## config.mk

```make
export PLATFORM = sky130hd
export DESIGN_NAME = bottom
export DESIGN_NICKNAME = d
export VERILOG_FILES = /design/src/rtl/bottom_pkg.sv /design/src/rtl/bottom.sv /design/src/rtl/irq_logic.sv /design/src/rtl/addr_unit.sv /design/src/rtl/pointer_regs.sv /design/src/rtl/reg_file.sv
export SDC_FILE = /design/constraint.sdc
export NUM_CORES = 1
export LEC_CHECK = 0
export ABC_CLOCK_PERIOD_IN_PS = 4700
export BUFFER_PORTS_ARGS = -buffer_cell sky130_fd_sc_hd__buf_2
export CORE_MARGIN = 2
export CORE_UTILIZATION = 55
export DETAILED_ROUTE_END_ITERATION = 7
export PLACE_DENSITY = 0.75
export SETUP_SLACK_MARGIN = 0.2
export SYNTH_ARGS = -nofsm -noshare
export SYNTH_HDL_FRONTEND = slang
export SYNTH_HIERARCHICAL = 1
export SYNTH_SLANG_ARGS = --single-unit
```

## constraint.sdc

```tcl
create_clock -name clk -period 4.7 [get_ports clk]
set_input_delay 0.705 -clock clk [delete_from_list [all_inputs] [get_ports clk]]
set_output_delay 0.705 -clock clk [all_outputs]
set_load 0.02 [all_outputs]
```

## src/rtl/bottom_pkg.sv

```systemverilog
`default_nettype none

package bottom_pkg;

	localparam int BYTE_W = 8;
	localparam int ADDR_W = 16;
	localparam int IRQ_N = 8;
	localparam int IRQ_IDX_W = $clog2(IRQ_N);

	typedef logic [BYTE_W-1:0] byte_t;
	typedef logic [ADDR_W-1:0] addr_t;
	typedef logic [IRQ_N-1:0] irq_vec_t;		// Bit 0 wins
	typedef logic [IRQ_IDX_W-1:0] irq_idx_t;

	// Byte targets for loads from the data bus and for read-out
	typedef enum logic [3:0] {
		REG_NONE, REG_A, REG_B, REG_C, REG_D, REG_E, REG_H, REG_L,
		REG_SPL, REG_SPH, REG_PCL, REG_PCH
	} reg8_t;

	typedef enum logic [2:0] {
		PAIR_BC, PAIR_DE, PAIR_HL, PAIR_SP, PAIR_PC
	} pair_t;

	typedef enum logic [1:0] {
		IDU_NONE, IDU_INC, IDU_DEC
	} idu_op_t;

	typedef struct packed {
		addr_t bc;
		addr_t de;
		addr_t hl;
	} pairs_t;

	// One decoder command per cycle
	typedef struct packed {
		pair_t addr_pair;
		idu_op_t idu_op;
		logic idu_wb;		// Result back to addressed pair
		reg8_t load_reg;		// Loaded from data_in
		reg8_t read_reg;		// Driven on data_out
		logic rd;
		logic wr;
		logic irq_dispatch;
	} bottom_cmd_t;

	localparam addr_t IE_ADDR = 16'hFFFF;
	localparam byte_t IRQ_VEC_BASE = 8'h40;
	localparam byte_t IRQ_VEC_STEP = 8'h08;
	localparam addr_t SP_RESET = 16'hFFFE;
	localparam addr_t PC_RESET = 16'h0000;

endpackage

`default_nettype wire
```

## src/rtl/bottom.sv

```systemverilog
`timescale 1ns/1ns
`default_nettype none

module bottom (
	input wire logic clk,
	input wire logic rst_n,
	input wire bottom_pkg::bottom_cmd_t cmd,
	input wire bottom_pkg::byte_t data_in,
	input wire bottom_pkg::irq_vec_t irq_trig,
	input wire logic ime,
	output bottom_pkg::addr_t addr,
	output bottom_pkg::byte_t data_out,
	output logic irq_pending,
	output bottom_pkg::irq_vec_t irq_ack
);

	bottom_pkg::pairs_t pairs;
	bottom_pkg::byte_t rd_byte;
	bottom_pkg::addr_t sp;
	bottom_pkg::addr_t pc;
	bottom_pkg::addr_t idu_result;
	logic ie_hit;
	bottom_pkg::byte_t ie_q;
	bottom_pkg::byte_t irq_vector;
	logic irq_take;

	reg_file i_reg_file (
		.clk(clk),
		.rst_n(rst_n),
		.cmd(cmd),
		.data_in(data_in),
		.idu_result(idu_result),
		.pairs(pairs),
		.rd_byte(rd_byte)
	);

	pointer_regs i_pointer_regs (
		.clk(clk),
		.rst_n(rst_n),
		.cmd(cmd),
		.data_in(data_in),
		.idu_result(idu_result),
		.irq_vector(irq_vector),
		.irq_take(irq_take),
		.sp(sp),
		.pc(pc)
	);

	addr_unit i_addr_unit (
		.cmd(cmd),
		.pairs(pairs),
		.sp(sp),
		.pc(pc),
		.addr(addr),
		.idu_result(idu_result)
	);

	irq_logic i_irq_logic (
		.clk(clk),
		.rst_n(rst_n),
		.cmd(cmd),
		.addr(addr),
		.data_in(data_in),
		.irq_trig(irq_trig),
		.ime(ime),
		.ie_hit(ie_hit),
		.ie_q(ie_q),
		.irq_pending(irq_pending),
		.irq_ack(irq_ack),
		.irq_vector(irq_vector),
		.irq_take(irq_take)
	);

	assign data_out = (cmd.rd && ie_hit) ? ie_q : rd_byte;		// IE read at FFFF

endmodule

`default_nettype wire

```

## src/rtl/irq_logic.sv

```systemverilog
`timescale 1ns/1ns
`default_nettype none

module irq_logic (
	input wire logic clk,
	input wire logic rst_n,
	input wire bottom_pkg::bottom_cmd_t cmd,
	input wire bottom_pkg::addr_t addr,
	input wire bottom_pkg::byte_t data_in,
	input wire bottom_pkg::irq_vec_t irq_trig,
	input wire logic ime,
	output logic ie_hit,
	output bottom_pkg::byte_t ie_q,
	output logic irq_pending,
	output bottom_pkg::irq_vec_t irq_ack,
	output bottom_pkg::byte_t irq_vector,
	output logic irq_take
);

	bottom_pkg::irq_vec_t if_q;		// Latched requests
	bottom_pkg::irq_vec_t active;
	bottom_pkg::irq_vec_t first;		// One-hot winner
	bottom_pkg::irq_idx_t first_idx;

	assign ie_hit = (addr == bottom_pkg::IE_ADDR);

	always_ff @(posedge clk) begin
		if (!rst_n) begin
			ie_q <= '0;
		end else if (cmd.wr && ie_hit) begin
			ie_q <= data_in;
		end
	end

	// New triggers set, the taken source clears
	always_ff @(posedge clk) begin
		if (!rst_n) begin
			if_q <= '0;
		end else begin
			if_q <= (if_q & ~irq_ack) | irq_trig;
		end
	end

	assign active = if_q & ie_q;
	assign irq_pending = |active;
	assign irq_take = cmd.irq_dispatch & ime & irq_pending;

	// Scan from the top so the lowest index is written last
	always_comb begin
		first = '0;
		first_idx = '0;
		for (int i = bottom_pkg::IRQ_N - 1; i >= 0; i--) begin
			if (active[i]) begin
				first = bottom_pkg::irq_vec_t'(1) << i;
				first_idx = bottom_pkg::irq_idx_t'(i);
			end
		end
	end

	assign irq_ack = irq_take ? first : '0;

	// 40h, 48h, 50h ... one slot per source
	assign irq_vector = bottom_pkg::IRQ_VEC_BASE
		+ bottom_pkg::byte_t'(first_idx) * bottom_pkg::IRQ_VEC_STEP;

endmodule

`default_nettype wire

```

## src/rtl/addr_unit.sv

```systemverilog
`timescale 1ns/1ns
`default_nettype none

module addr_unit (
	input wire bottom_pkg::bottom_cmd_t cmd,
	input wire bottom_pkg::pairs_t pairs,
	input wire bottom_pkg::addr_t sp,
	input wire bottom_pkg::addr_t pc,
	output bottom_pkg::addr_t addr,
	output bottom_pkg::addr_t idu_result
);

	logic dec;
	logic carry;		// Ripples up one bit at a time

	always_comb begin
		case (cmd.addr_pair)
			bottom_pkg::PAIR_BC: addr = pairs.bc;
			bottom_pkg::PAIR_DE: addr = pairs.de;
			bottom_pkg::PAIR_HL: addr = pairs.hl;
			bottom_pkg::PAIR_SP: addr = sp;
			default: addr = pc;
		endcase
	end

	// Increment propagates through ones, decrement through zeros
	always_comb begin
		dec = (cmd.idu_op == bottom_pkg::IDU_DEC);
		carry = dec || (cmd.idu_op == bottom_pkg::IDU_INC);
		for (int i = 0; i < bottom_pkg::ADDR_W; i++) begin
			idu_result[i] = addr[i] ^ carry;
			carry = carry & (dec ? ~addr[i] : addr[i]);
		end
	end

endmodule

`default_nettype wire

```

## src/rtl/pointer_regs.sv

```systemverilog
`timescale 1ns/1ns
`default_nettype none

module pointer_regs (
	input wire logic clk,
	input wire logic rst_n,
	input wire bottom_pkg::bottom_cmd_t cmd,
	input wire bottom_pkg::byte_t data_in,
	input wire bottom_pkg::addr_t idu_result,
	input wire bottom_pkg::byte_t irq_vector,
	input wire logic irq_take,
	output bottom_pkg::addr_t sp,
	output bottom_pkg::addr_t pc
);

	always_ff @(posedge clk) begin
		if (!rst_n) begin
			sp <= bottom_pkg::SP_RESET;
			pc <= bottom_pkg::PC_RESET;
		end else begin
			if (cmd.idu_wb && cmd.addr_pair == bottom_pkg::PAIR_SP) begin
				sp <= idu_result;
			end
			if (cmd.idu_wb && cmd.addr_pair == bottom_pkg::PAIR_PC) begin
				pc <= idu_result;
			end
			case (cmd.load_reg)
				bottom_pkg::REG_SPL: sp[7:0] <= data_in;
				bottom_pkg::REG_SPH: sp[15:8] <= data_in;
				bottom_pkg::REG_PCL: pc[7:0] <= data_in;
				bottom_pkg::REG_PCH: pc[15:8] <= data_in;
				default: ;
			endcase
			// Interrupt entry jumps to page zero
			if (irq_take) begin
				pc <= {8'h00, irq_vector};
			end
		end
	end

endmodule

`default_nettype wire

```

## src/rtl/reg_file.sv

```systemverilog
`timescale 1ns/1ns
`default_nettype none

module reg_file (
	input wire logic clk,
	input wire logic rst_n,
	input wire bottom_pkg::bottom_cmd_t cmd,
	input wire bottom_pkg::byte_t data_in,
	input wire bottom_pkg::addr_t idu_result,
	output bottom_pkg::pairs_t pairs,
	output bottom_pkg::byte_t rd_byte
);

	bottom_pkg::byte_t a_q;
	bottom_pkg::byte_t b_q;
	bottom_pkg::byte_t c_q;
	bottom_pkg::byte_t d_q;
	bottom_pkg::byte_t e_q;
	bottom_pkg::byte_t h_q;
	bottom_pkg::byte_t l_q;

	always_ff @(posedge clk) begin
		if (!rst_n) begin
			a_q <= '0;
			b_q <= '0;
			c_q <= '0;
			d_q <= '0;
			e_q <= '0;
			h_q <= '0;
			l_q <= '0;
		end else begin
			if (cmd.idu_wb) begin
				case (cmd.addr_pair)
					bottom_pkg::PAIR_BC: {b_q, c_q} <= idu_result;
					bottom_pkg::PAIR_DE: {d_q, e_q} <= idu_result;
					bottom_pkg::PAIR_HL: {h_q, l_q} <= idu_result;
					default: ;		// SP and PC live elsewhere
				endcase
			end
			// Later assignment, so a byte load beats the write-back
			case (cmd.load_reg)
				bottom_pkg::REG_A: a_q <= data_in;
				bottom_pkg::REG_B: b_q <= data_in;
				bottom_pkg::REG_C: c_q <= data_in;
				bottom_pkg::REG_D: d_q <= data_in;
				bottom_pkg::REG_E: e_q <= data_in;
				bottom_pkg::REG_H: h_q <= data_in;
				bottom_pkg::REG_L: l_q <= data_in;
				default: ;
			endcase
		end
	end

	always_comb begin
		pairs.bc = {b_q, c_q};		// High byte first
		pairs.de = {d_q, e_q};
		pairs.hl = {h_q, l_q};
	end

	always_comb begin
		case (cmd.read_reg)
			bottom_pkg::REG_A: rd_byte = a_q;
			bottom_pkg::REG_B: rd_byte = b_q;
			bottom_pkg::REG_C: rd_byte = c_q;
			bottom_pkg::REG_D: rd_byte = d_q;
			bottom_pkg::REG_E: rd_byte = e_q;
			bottom_pkg::REG_H: rd_byte = h_q;
			bottom_pkg::REG_L: rd_byte = l_q;
			default: rd_byte = '0;		// Not held here
		endcase
	end

endmodule

`default_nettype wire

```

=== Yosys cells after proc, flatten, opt, wreduce, memory -nomap -nowiden ===
Cells that the tools add are included.

* Bitwise logic cells: 53
* $add $sub $neg: 1
* Reductions and logical operators: 30
* Muxes and demuxes: 60
* Eq/ne operators: 25

{| class="wikitable"
|+ Operators with widths
! cell !! count
|-
| 8-bit 2-to-1 mux || 33
|-
| 16-bit case mux with 4 select lines || 1
|-
| 8-bit case mux with 7 select lines || 1
|-
| 4-bit by 3-bit equality test with 1-bit output (second input constant) || 8
|-
| 16-bit 2-to-1 mux || 2
|-
| 2-bit nonzero test || 15
|-
| 3-bit 2-to-1 mux || 8
|-
| 1-bit bitwise AND || 17
|-
| 8-bit bitwise AND || 2
|-
| 16-bit equality test (second input constant) || 1
|-
| 4-bit by 2-bit equality test with 1-bit output (second input constant) || 4
|-
| 4-bit equality test (second input constant) || 4
|-
| 1-bit NOT || 16
|-
| 1-bit XOR || 16
|-
| 1-bit 2-to-1 mux || 15
|-
| 2-bit AND reduction || 6
|-
| 7-bit by 6-bit adder with 8-bit output (first input constant) || 1
|-
| 4-bit by 1-bit equality test with 1-bit output (second input constant) || 2
|-
| 8-bit NOT || 1
|-
| 8-bit OR || 1
|-
| 8-bit OR reduction || 1
|-
| 3-bit by 2-bit equality test with 1-bit output (second input constant) || 2
|-
| 1-bit logical AND || 4
|-
| 3-bit by 1-bit equality test with 1-bit output (second input constant) || 1
|-
| 7 further kinds || 7
|}

* Output and inout bits: 33
* Input port bits: 36
* Word-level logic and storage cells: 182
* Register bits after elaboration: 104

=== Depth between registers and ports, before layout ===
Gate-level depths: netlist of the first run.

* Depth in word-level cells: 23
* Mapped depth: 13
* Mapped depth without buffers: 12

=== By module ===
Netlist of the first run, hierarchy kept.

{| class="wikitable"
|+ By module, submodules not included
! module !! instances !! seq. area each (µm²) !! cells each !! area an instance (µm²)
|-
| reg_file || 1 || 1121.1 || 356 || 2964.1
|-
| pointer_regs || 1 || 640.6 || 190 || 1570.3
|-
| addr_unit || 1 || 0.0 || 148 || 1224.9
|-
| irq_logic || 1 || 320.3 || 117 || 899.6
|-
| bottom || 1 || 0.0 || 9 || 96.3
|}

=== Worst setup path before layout of the first run ===
Ideal clock, no wire load.

* Path kind: input to output
* From: input port cmd[14] in the netlist's numbering
* To: output port data_out[0]
* Required time: 3.995 ns
* Buffers on the path: 3
* Stages on the path: 12
* Arrival: 3.010 ns
* Path slack: 0.985 ns
* Cell sequence: buf_6 buf_4 mux2i_1 a22oi_1 o21ai_0 inv_1 nand4_1 or4_1 buf_2 clkinv_2 nand2_2 mux2_2

* Word-level cells in the longest chain between the ends: 5
* Elaborated cells on any way between the ends: 8
* Those cells by class: eq/ne: 4; mux: 2; reduce/logical: 2

{| class="wikitable"
|+ Ends and longest elaborated chain
! what !! line !! text
|-
| from (decl) || bottom.sv:7 || <nowiki>input wire bottom_pkg::bottom_cmd_t cmd,</nowiki>
|-
| 3-bit by 2-bit equality test with 1-bit output (tied with other cells) || addr_unit.sv:17 || <nowiki>case (cmd.addr_pair)</nowiki>
|-
| 16-bit case mux with 4 select lines (*) || addr_unit.sv:17 ||
|-
| named net addr[7] || bottom.sv:11 || <nowiki>output bottom_pkg::addr_t addr,</nowiki>
|-
| 16-bit equality test (*) || irq_logic.sv:25 || <nowiki>assign ie_hit = (addr == bottom_pkg::IE_ADDR);</nowiki>
|-
| named net ie_hit || bottom.sv:22 || <nowiki>logic ie_hit;</nowiki>
|-
| 1-bit logical AND (*) || bottom.sv:74 || <nowiki>assign data_out = (cmd.rd && ie_hit) ? ie_q : rd_byte;</nowiki>
|-
| 8-bit 2-to-1 mux (*) || bottom.sv:74 ||
|-
| to (decl) || bottom.sv:12 || <nowiki>output bottom_pkg::byte_t data_out,</nowiki>
|}

The timed path passes the listed nets; every way through them passes the cells marked *.

=== Worst setup path in the final report of the first run ===
* From: input port cmd[16] in the netlist's numbering
* To: output port data_out[4]

* Word-level cells in the longest chain between the ends: 5
* Elaborated cells on any way between the ends: 8
* Those cells by class: eq/ne: 4; mux: 2; reduce/logical: 2

{| class="wikitable"
|+ Ends and longest elaborated chain
! what !! line
|-
| 3-bit by 2-bit equality test with 1-bit output (tied with other cells) || addr_unit.sv:17
|-
| 16-bit case mux with 4 select lines (*) || addr_unit.sv:17
|-
| 16-bit equality test (*) || irq_logic.sv:25
|-
| named net ie_hit || bottom.sv:22
|-
| 1-bit logical AND (*) || bottom.sv:74
|-
| 8-bit 2-to-1 mux (*) || bottom.sv:74
|}

Marks and branches as above.

==> out/qor.yml, run 1 <==
dr.first_iter.drc_count: 1012
root_buffer: "clkbuf_16"
start_kind: "primary input"
gp_congestion: 0.943
grt_max_degree: 68
hp-class: "reg -> reg"
maxSlewViolCount: 0
final_net_count: 886
crit_fanout: 21
finalHoldViolations: 0
antenna_found_initial: 1
drv_cap: 0
syn_to_final_growth_pct: 8.21
post_route_cells_drive_above_1_share_pct: 17.9
min_from: "i_reg_file/a_q[2]"
grt_pass1_wl_um: 33300
crit_type: "in -> out"
vias: 6736
required_ns: 3.99
cts_setup_buffers: 0
ys_seq_area_share_pct: 30.8
rsz0062_at_grt: "no"
grtUsageTotal_pct: 32.9
post-route-min-period_ns: 4.29
avgRoutedWirePerCell_um: 21.6
drt.antenna.violating_nets: 0
dieArea_mm2: 0.0132
end_kind: "output port"
crit_start: "cmd[16]"
htreeDepth: 3
die_h_um: 115
grt_pass1_vias: 5849
start_util_pct: 56.2
clock_skew_ns: 0.00700
syn_area_per_cell_um2: 8.24
cts_buffer_depth: 2
core_mm2: 0.0120
synthTopCellsByArea: "dfxtp_1 (31%), nand2_1 (8.6%), mux2i_1 (6.5%), o21ai_0 (5.6%), mux2_2 (4.3%)"
io_buffers: 68
synth_cells: 820
syn_area_mm2: 0.00676
dpl_cell_area_mm2: 0.00700
clock_latency_ns: 0.36
slew_headroom_pct: 36.2
row_count: 40
firstDrtPassIters: 8
via_per_inst: 6.72
tightestPinTransition_ns: 0.953
wl_um: 21700
worstPathArrival_ns: 3.58
status: "complete, but fails checks"
cts.sinks: 104
r2r_start: "i_reg_file/e_q[0]"
synth_warnings: 6
cts.repair.resized: 0
ir_worst_vdd_uv: 204
hold_buffers: 0
boundaryPins: 69
dp.final_hpwl_um: 15300
cts_tree: "yes"
synth_ff_type: "dfxtp_1"
fin_total_pwr_w: 0.00211
chipWidth_um: 115
synth_top_area_share_pct: 30.8
p_leak_nw: 2.82
synth_cell_types: 80
fin_area_mm2: 0.00731
place_inst: 985
power_density_mw_per_mm2: 289
holdWs_ns: 0.470
ys_ff_latch: 104
cts-buffers-inserted: 9
setup_tns_ns: 0
yosysTopAreaCell: "dfxtp_1"
path_clk_slew_ns: 0.07
violations: "DRC"
grt_overflow: 0
finalNonFillerCells: 1002
clock.fmax_mhz: 233
synthArstFlopShare_pct: 0
setup_viol: 0
drc_errors: 2
min_period_over_period_pct: 91.2
fillers: 1049
synth-edff-count: 0
## cells in the final DEF (no fill, tap or decap), drive strengths merged, types with 4 or more instances in the layout
master	instances
a222oi	8
xnor2	16
nor3b	7
inv	20
nand4	7
or4b	5
o211ai	6
a22oi	18
nand4bb	5
nand3	16
nor4b	5
a32oi	4
dfxtp	104
a31oi	36
clkbuf	12
mux2	26
buf	74
nor2b	13
a21oi	33
o21ai	81
xor2	4
and3	15
conb	5
nand2	156
mux4	10
a21boi	17
mux2i	45
nor3	9
a22o	5
a211oi	8
nor2	35
clkinv	5
## stage by stage
step	util [%]	setup WS (ns)
2_1_floorplan	-	0.985
3_3_place_gp	58.3	0.354
3_5_place_dp	58.3	0.226
4_1_cts	60.8	0.221
5_1_grt	60.8	0.207
6_report	60.9	0.414
## kinds of logic after synthesis
family	count (synthesis)	share of synthesized area (%)
compound gates	233	22.4
other cells	2	0.111
mux	81	14.6
fa+ha+maj	1	0.185
simple gates	297	22.9
flops	104	30.8
buf+inv	82	6.37
xor+xnor	20	2.59
## registers in the layout (all words and copies together), names as in the netlist
register / cells
i_irq_logic/ie_q: 8
i_irq_logic/if_q: 8
i_pointer_regs/pc: 16
i_pointer_regs/sp: 16
i_reg_file/a_q: 8
i_reg_file/b_q: 8
i_reg_file/c_q: 8
i_reg_file/d_q: 8
i_reg_file/e_q: 8
i_reg_file/h_q: 8
i_reg_file/l_q: 8
## final cells by class
cell class              instances  area (µm²)  area share, %
flip-flops and latches        104        2080           28.5
well taps                     147         184           2.52
repair buffers                 75         398           5.44
clock buffers                  11         243           3.32
multi-input cells             637        4260           58.3
inverters                      22        83.8           1.15
diodes                          1        2.50         0.0342
clock inverters                 5        56.3          0.770
## power by group
group          switching [W]  internal [W]
Sequential         0.0000372      0.000918
Combinational       0.000240      0.000135
Clock               0.000354      0.000427
Total               0.000631       0.00148
## synthesized netlist by cell type (5+ instances only)
| cell | number |
|---|---|
| a31oi_1 | 35 |
| buf_2 | 17 |
| a21boi_1 | 9 |
| nand3_1 | 16 |
| mux2i_1 | 44 |
| dfxtp_1 | 104 |
| a21boi_0 | 8 |
| nor2_1 | 34 |
| clkbuf_1 | 23 |
| mux2_2 | 26 |
| nand4_1 | 7 |
| nand2_1 | 155 |
| buf_4 | 8 |
| o21ai_0 | 75 |
| mux4_2 | 9 |
| nand4bb_1 | 5 |
| and3_1 | 15 |
| xnor2_1 | 16 |
| o211ai_1 | 6 |
| buf_6 | 9 |
| a211oi_1 | 8 |
| a21oi_1 | 32 |
| a22oi_1 | 18 |
| nor3_1 | 5 |
| inv_1 | 20 |
| a222oi_1 | 8 |
| nor2b_1 | 13 |
## final timing paths
check	end	slack (ns)	cells past startpoint
worst max register to register	i_pointer_regs/sp[12]	1.72	10
worst min-delay path	i_reg_file/a_q[2]	0.47	2
worst max-delay path	data_out[4]	0.41	11
worst min register to register	i_reg_file/a_q[2]	0.47	2
## worst max-delay path, cell delays in order
cell and delay (ns):
clkbuf_4 0.24, nor2b_1 0.53, a22o_1 0.32, nor2_1 0.07
inv_1 0.11, nand4_1 0.09, or4_1 0.70, clkinv_2 0.20
nand2_2 0.14, mux2_2 0.30, buf_2 0.16
## metal layers
metal | up-vias | part of all wire [%] | global-route usage (%)
li1 | 3046 | - | -
met1 | 3168 | 42 | 48.8
met2 | 468 | 42 | 46.5
met3 | 54 | 12 | 7.49
met4 | 0 | 3.0 | 12.4
met5 | - | 0 | 0
Power figures use the tool's default switching activity.
==> run 2: changes to the inputs <==
Settings changed: REMOVE_ABC_BUFFERS set to 1.
==> run 2 against run 1 <==
Against the previous run:
- the flow now finishes without violations
- via count up 0.22%
- cell area grew 0.77%
- sequential power about the same
- total power is 1.7% higher
- sequential share of layout area down 0.22 points
- non-clock buffer count grew 4
- cell count is 0.30% higher
- largest power group unchanged
- combinational power up 1%
- count of clock-buffer cells in the layout unchanged
- critical path type unchanged
- register-to-register slack got worse by 0.06 ns
- highest routed layer unchanged
- first-iteration DRC count is 12% lower
==> out/qor.yml, run 2 (same netlist as run 1, synthesis figures left out) <==
status: "finished clean"  # was complete, but fails checks
end_kind: "output port"  # unchanged
required_ns: 3.99  # about the same
crit_type: "in -> out"  # unchanged
worstPathArrival_ns: 3.56  # was 3.58 ns
cts_setup_buffers: 0  # unchanged
fillers: 1046  # was 1,049
drc_errors: 0  # was 2
layout_common_cells: "nand2_1 (155), dfxtp_1 (104), o21ai_0 (75)"  # was nand2_1 (155), dfxtp_1 (104), o21ai_0 (74)
min_period_over_period_pct: 90.7  # was 91.2%
vias: 6751  # was 6,736
tightestPinTransition_ns: 1.12  # was 0.953 ns
r2r_slack_ns: 1.66  # was 1.72 ns
p_leak_nw: 2.85  # was 2.82 nW
reg.largest.list: "i_pointer_regs/pc: 16 flops, i_pointer_regs/sp: 16 flops"  # unchanged
setup_viol: 0  # unchanged
diodes: 0  # was 1
r2r_start: "i_reg_file/e_q[0]"  # unchanged
final_common_cell: "nand2_1"  # unchanged
via_per_inst: 6.72  # about the same
finalHoldViolations: 0  # unchanged
hold-path-endpoint: "i_pointer_regs/pc[4]"  # was i_reg_file/a_q[2]
cts.sinks: 104  # unchanged
multiInputGateArea_mm2: 0.00426  # about the same
reg2regPathDepth: 10  # unchanged
timing.rr.end: "i_pointer_regs/sp[12]"  # unchanged
grt_overflow: 0  # unchanged
wl_um: 21700  # about the same
post_route_cells_drive_above_1_share_pct: 18.5  # was 17.9%
power_density_mw_per_mm2: 291  # was 289 mW/mm²
gp_congestion: 0.959  # was 0.943
path_clk_slew_ns: 0.08  # was 0.07 ns
boundaryPins: 69  # unchanged
syn_to_final_growth_pct: 9.04  # was 8.21%
cts.repair.resized: 0  # unchanged
grt_max_degree: 58  # was 68
holdWs_ns: 0.463  # was 0.470 ns
dieArea_mm2: 0.0132  # unchanged
io_buffers: 68  # unchanged
hold_depth: 2  # unchanged
post-route-min-period_ns: 4.26  # was 4.29 ns
finalNonFillerCells: 1005  # was 1,002
final_net_count: 890  # was 886
min_from: "i_pointer_regs/pc[4]"  # was i_reg_file/a_q[2]
start_util_pct: 56.2  # unchanged
hp-class: "reg -> reg"  # unchanged
crit_fanout: 18  # was 21
row_count: 40  # unchanged
setup_tns_ns: 0  # unchanged
cts_tree: "yes"  # unchanged
core_mm2: 0.0120  # unchanged
grt_pass1_vias: 6187  # was 5,849
ir_worst_vdd_uv: 186  # was 204 µV
avgRoutedWirePerCell_um: 21.6  # about the same
grt_pass1_wl_um: 33800  # was 33,300 µm
slew_headroom_pct: 25.6  # was 36.2%
clock_latency_ns: 0.36  # about the same
cts-buffers-inserted: 9  # unchanged
drt.antenna.violating_nets: 0  # unchanged
place_inst: 989  # was 985
rsz0062_at_grt: "no"  # unchanged
chipWidth_um: 115  # unchanged
setup_slack_ns: 0.437  # was 0.414 ns
maxSlewViolCount: 0  # unchanged
htreeDepth: 3  # unchanged
grtUsageTotal_pct: 33.2  # was 32.9%
die_h_um: 115  # unchanged
drv_cap: 0  # unchanged
hold_buffers: 0  # unchanged
place_ws_ns: 0.486  # was 0.226 ns
root_buffer: "clkbuf_16"  # unchanged
cts_buffer_depth: 2  # unchanged
clock.fmax_mhz: 235  # was 233 MHz
start_kind: "primary input"  # unchanged
dr.first_iter.drc_count: 886  # was 1,012
fin_total_pwr_w: 0.00215  # was 0.00211 W
firstDrtPassIters: 6  # was 8
dp.final_hpwl_um: 15500  # was 15,300 µm
antenna_found_initial: 0  # was 1
clock_skew_ns: 0.00883  # was 0.00700 ns
regArea_mm2: 0.00208  # unchanged
==> run 2: worst max path at each step <==
| stage | from | to | depth (start not counted) |
|---|---|---|---|
| 2_1_floorplan | cmd[16] | data_out[0] | 8 |
| 5_1_grt | cmd[14] | data_out[1] | 11 |
| 4_1_cts | cmd[14] | data_out[0] | 11 |
| 3_5_place_dp | cmd[14] | data_out[0] | 11 |
| 3_3_place_gp | cmd[14] | data_out[1] | 11 |
| 6_report | cmd[14] | data_out[0] | 11 |
==> run 2: cell type report <==
| cell class | instances | share of cell area, % |
|---|---|---|
| clock inverters | 5 | 0.866 |
| inverters | 22 | 1.14 |
| repair buffers | 79 | 5.91 |
| flip-flops and latches | 104 | 28.3 |
| well taps | 147 | 2.50 |
| clock buffers | 11 | 3.43 |
| multi-input cells | 637 | 57.9 |
==> run 2: critical path, stage by stage <==
cell      delay (ns)
buf_2           0.25
buf_12          0.22
mux4_2          0.54
mux2i_1         0.29
inv_1           0.12
nand4_1         0.13
or4_1           0.36
clkinv_2        0.22
nand2_2         0.20
mux2_2          0.36
buf_2           0.16
==> run 2: power breakdown <==
| group | switching [W] | internal (W) |
|---|---|---|
| Sequential | 0.0000357 | 0.000918 |
| Combinational | 0.000242 | 0.000139 |
| Clock | 0.000366 | 0.000447 |
| Total | 0.000643 | 0.00150 |
==> run 2: metal layers <==
layer / global-route usage (%) / wire [µm] / vias to the layer above
met5: 0 / 0 / -
met4: 14.8 / 776 / 0
met2: 51.3 / 9410 / 461
met1: 45.9 / 8960 / 3162
li1: - / - / 3064
met3: 5.43 / 2510 / 64
==> run 2: metrics by stage <==
| step | cell area, µm² | utilization (%) |
|---|---|---|
| after floorplan | 6420 | - |
| after global placement | 7050 | 58.7 |
| after detailed placement | 7050 | 58.7 |
| after CTS | 7370 | 61.3 |
| after global routing | 7370 | 61.3 |
| final | 7370 | 61.3 |
==> run 3: changes to the inputs <==
Settings changed: CORE_MARGIN 2 to unset, CTS_BUF_LIST set to sky130_fd_sc_hd__clkbuf_16.
==> run 3 against run 2 <==
Against the previous run:
- hold slack worse by 0.0055 ns
- global-route usage up 0.78 points
- clock power down 5.0%
- register-to-register slack about the same
- critical path depth unchanged
- clock skew about the same
- via count about the same
- routed wire length down 1.3%
- first-iteration DRC count up 0.79%
- cell area down 0.31%
- total power down 2.1%
- setup slack worse by 0.018 ns
==> out/qor.yml, run 3 (same netlist as run 1, synthesis figures left out) <==
grt_pass1_vias: 6169  # was 6,187
grt_overflow: 0  # unchanged
via_per_inst: 6.72  # about the same
cts_tree: "yes"  # unchanged
start_util_pct: 56.2  # unchanged
htreeDepth: 3  # unchanged
tightestPinTransition_ns: 1.13  # was 1.12 ns
holdWs_ns: 0.458  # was 0.463 ns
clock_latency_ns: 0.36  # about the same
final_util_pct: 61.1  # was 61.3%
min_from: "i_pointer_regs/pc[3]"  # was i_pointer_regs/pc[4]
maxSlewViolCount: 0  # unchanged
row_count: 40  # unchanged
firstDrtPassIters: 8  # was 6
drv_cap: 0  # unchanged
grtUsageTotal_pct: 34.0  # was 33.2%
power_density_mw_per_mm2: 286  # was 291 mW/mm²
p_switching_w: 0.000632  # was 0.000643 W
layout_common_cells: "nand2_1 (155), dfxtp_1 (104), o21ai_0 (75)"  # unchanged
clockPowerShare_pct: 36.7  # was 37.8%
avgRoutedWirePerCell_um: 21.3  # was 21.6 µm
core_mm2: 0.0120  # unchanged
drt.antenna.violating_nets: 0  # unchanged
cts_buffer_depth: 2  # unchanged
grt_max_degree: 62  # was 58
status: "finished clean"  # unchanged
hold_depth: 2  # unchanged
required_ns: 3.99  # about the same
dieArea_mm2: 0.0127  # was 0.0132 mm²
cts_setup_buffers: 0  # unchanged
crit_start: "cmd[15]"  # was cmd[14]
boundaryPins: 69  # unchanged
ir_worst_vdd_uv: 211  # was 186 µV
end_kind: "output port"  # unchanged
crit_type: "in -> out"  # unchanged
p_leak_nw: 2.84  # was 2.85 nW
hold-path-endpoint: "i_pointer_regs/pc[3]"  # was i_pointer_regs/pc[4]
root_buffer: "clkbuf_16"  # unchanged
r2r_slack_ns: 1.67  # was 1.66 ns
dp.final_hpwl_um: 15400  # was 15,500 µm
setup_viol: 0  # unchanged
clock.fmax_mhz: 234  # was 235 MHz
crit_slowest_cell: "or4_1"  # was mux4_2
grt_pass1_wl_um: 33600  # was 33,800 µm
io_buffers: 68  # unchanged
syn_to_final_growth_pct: 8.71  # was 9.04%
cts-buffers-inserted: 9  # unchanged
reg2regPathDepth: 9  # was 10
dr.first_iter.drc_count: 893  # was 886
path_cells: "buf_2, nor2_1, a22oi_1, o21ai_0, inv_1, nand4_1, or4_1, clkinv_2, nand2_2, mux2_2, buf_2"  # was buf_2, buf_12, mux4_2, mux2i_1, inv_1, nand4_1, or4_1, clkinv_2, nand2_2, mux2_2, buf_2
hold_buffers: 0  # unchanged
slew_headroom_pct: 25.0  # was 25.6%
timing.rr.end: "i_pointer_regs/pc[12]"  # was i_pointer_regs/sp[12]
start_kind: "primary input"  # unchanged
pwr-share-comb_pct: 17.9  # was 17.7%
min_period_over_period_pct: 91.1  # was 90.7%
post-route-min-period_ns: 4.28  # was 4.26 ns
r2r_start: "i_reg_file/e_q[0]"  # unchanged
antenna_found_initial: 1  # was 0
cpMostUsedCell: "buf_2"  # unchanged
clock_skew_ns: 0.00904  # was 0.00883 ns
wl_um: 21400  # was 21,700 µm
reg.largest.list: "i_pointer_regs/pc: 16 flops, i_pointer_regs/sp: 16 flops"  # unchanged
cts.repair.resized: 0  # unchanged
critPathMaxStageDelay_ns: 0.62  # was 0.54 ns
worstPathArrival_ns: 3.58  # was 3.56 ns
drc_errors: 0  # unchanged
chipWidth_um: 113  # was 115 µm
final_net_count: 890  # unchanged
hp-class: "reg -> reg"  # unchanged
post_route_cells_drive_above_1_share_pct: 18.5  # unchanged
crit_fanout: 20  # was 18
finalHoldViolations: 0  # unchanged
vias: 6756  # was 6,751
final_common_cell: "nand2_1"  # unchanged
fillers: 1059  # was 1,046
setup_tns_ns: 0  # unchanged
rsz0062_at_grt: "no"  # unchanged
p_int_w: 0.00147  # was 0.00150 W
gp_congestion: 0.982  # was 0.959
power.share.switching_pct: 30.1  # was 29.9%
die_h_um: 113  # was 115 µm
path_clk_slew_ns: 0.07  # was 0.08 ns
pwr-share-seq_pct: 45.4  # was 44.4%
cts.sinks: 104  # unchanged
==> run 3: changes by cell type in the layout (fill, tap and decap cells not counted), sizes merged <==
cell / before / now
buf: 79 / 78
clkbuf: 11 / 10
clkinv: 4 / 7
clkinvlp: 1 / 0
diode: 0 / 1
==> run 3: worst max path at each step <==
stage / slack (ns) / to / cells after the start
finish: 0.42 / data_out[2] / 11
global route: 0.22 / data_out[2] / 11
CTS: 0.30 / data_out[2] / 11
detailed placement: 0.31 / data_out[2] / 11
global placement: 0.46 / data_out[7] / 11
floorplan: 1.09 / data_out[0] / 8
==> run 3: critical path, delay by kind of cell <==
kind | cells | cell delay, ns
AND/OR/NAND/NOR | 4 | 1.15
buffers and inverters | 4 | 0.90
multiplexers | 1 | 0.30
AO/OA/AOI/OAI | 2 | 0.50
==> run 3: routing by layer <==
layer  global-route usage [%]  vias to the layer above  wire (µm)
met5                        0                        -          0
met4                     17.2                        0        797
met3                     6.91                       69       2480
met2                     51.1                      461       9170
met1                     46.2                     3166       8950
li1                         -                     3060          -
==> run 3: final cells by class <==
class | instances | area [µm²] | area share (%)
Clock inverter | 7 | 73.8 | 1.01
Multi-Input combinational cell | 637 | 4270 | 58.1
Clock buffer | 9 | 225 | 3.07
Sequential cell | 104 | 2080 | 28.4
Tap cell | 147 | 184 | 2.50
Antenna cell | 1 | 2.50 | 0.0341
Timing Repair Buffer | 79 | 425 | 5.79
Inverter | 22 | 83.8 | 1.14
==> run 3: power by group through the flow <==
stage	clock network [W]	registers, W	logic (W)
2_1_floorplan	0	0.000957	0.000225
3_3_place_gp	0	0.000971	0.000354
3_5_place_dp	0	0.000972	0.000364
4_1_cts	0.000778	0.000952	0.000366
5_1_grt	0.000813	0.000957	0.000404
6_report	0.000771	0.000955	0.000376
==> run 3: metrics by stage <==
step	setup WS (ns)	std cells	cell area, µm²	total power [W]
after global routing	0.217	1006	7340	0.00217
after detailed placement	0.309	989	7040	0.00134
after floorplan	1.09	763	6420	0.00118
final	0.419	1006	7340	0.00210
after global placement	0.463	989	7040	0.00133
after CTS	0.300	1005	7340	0.00210
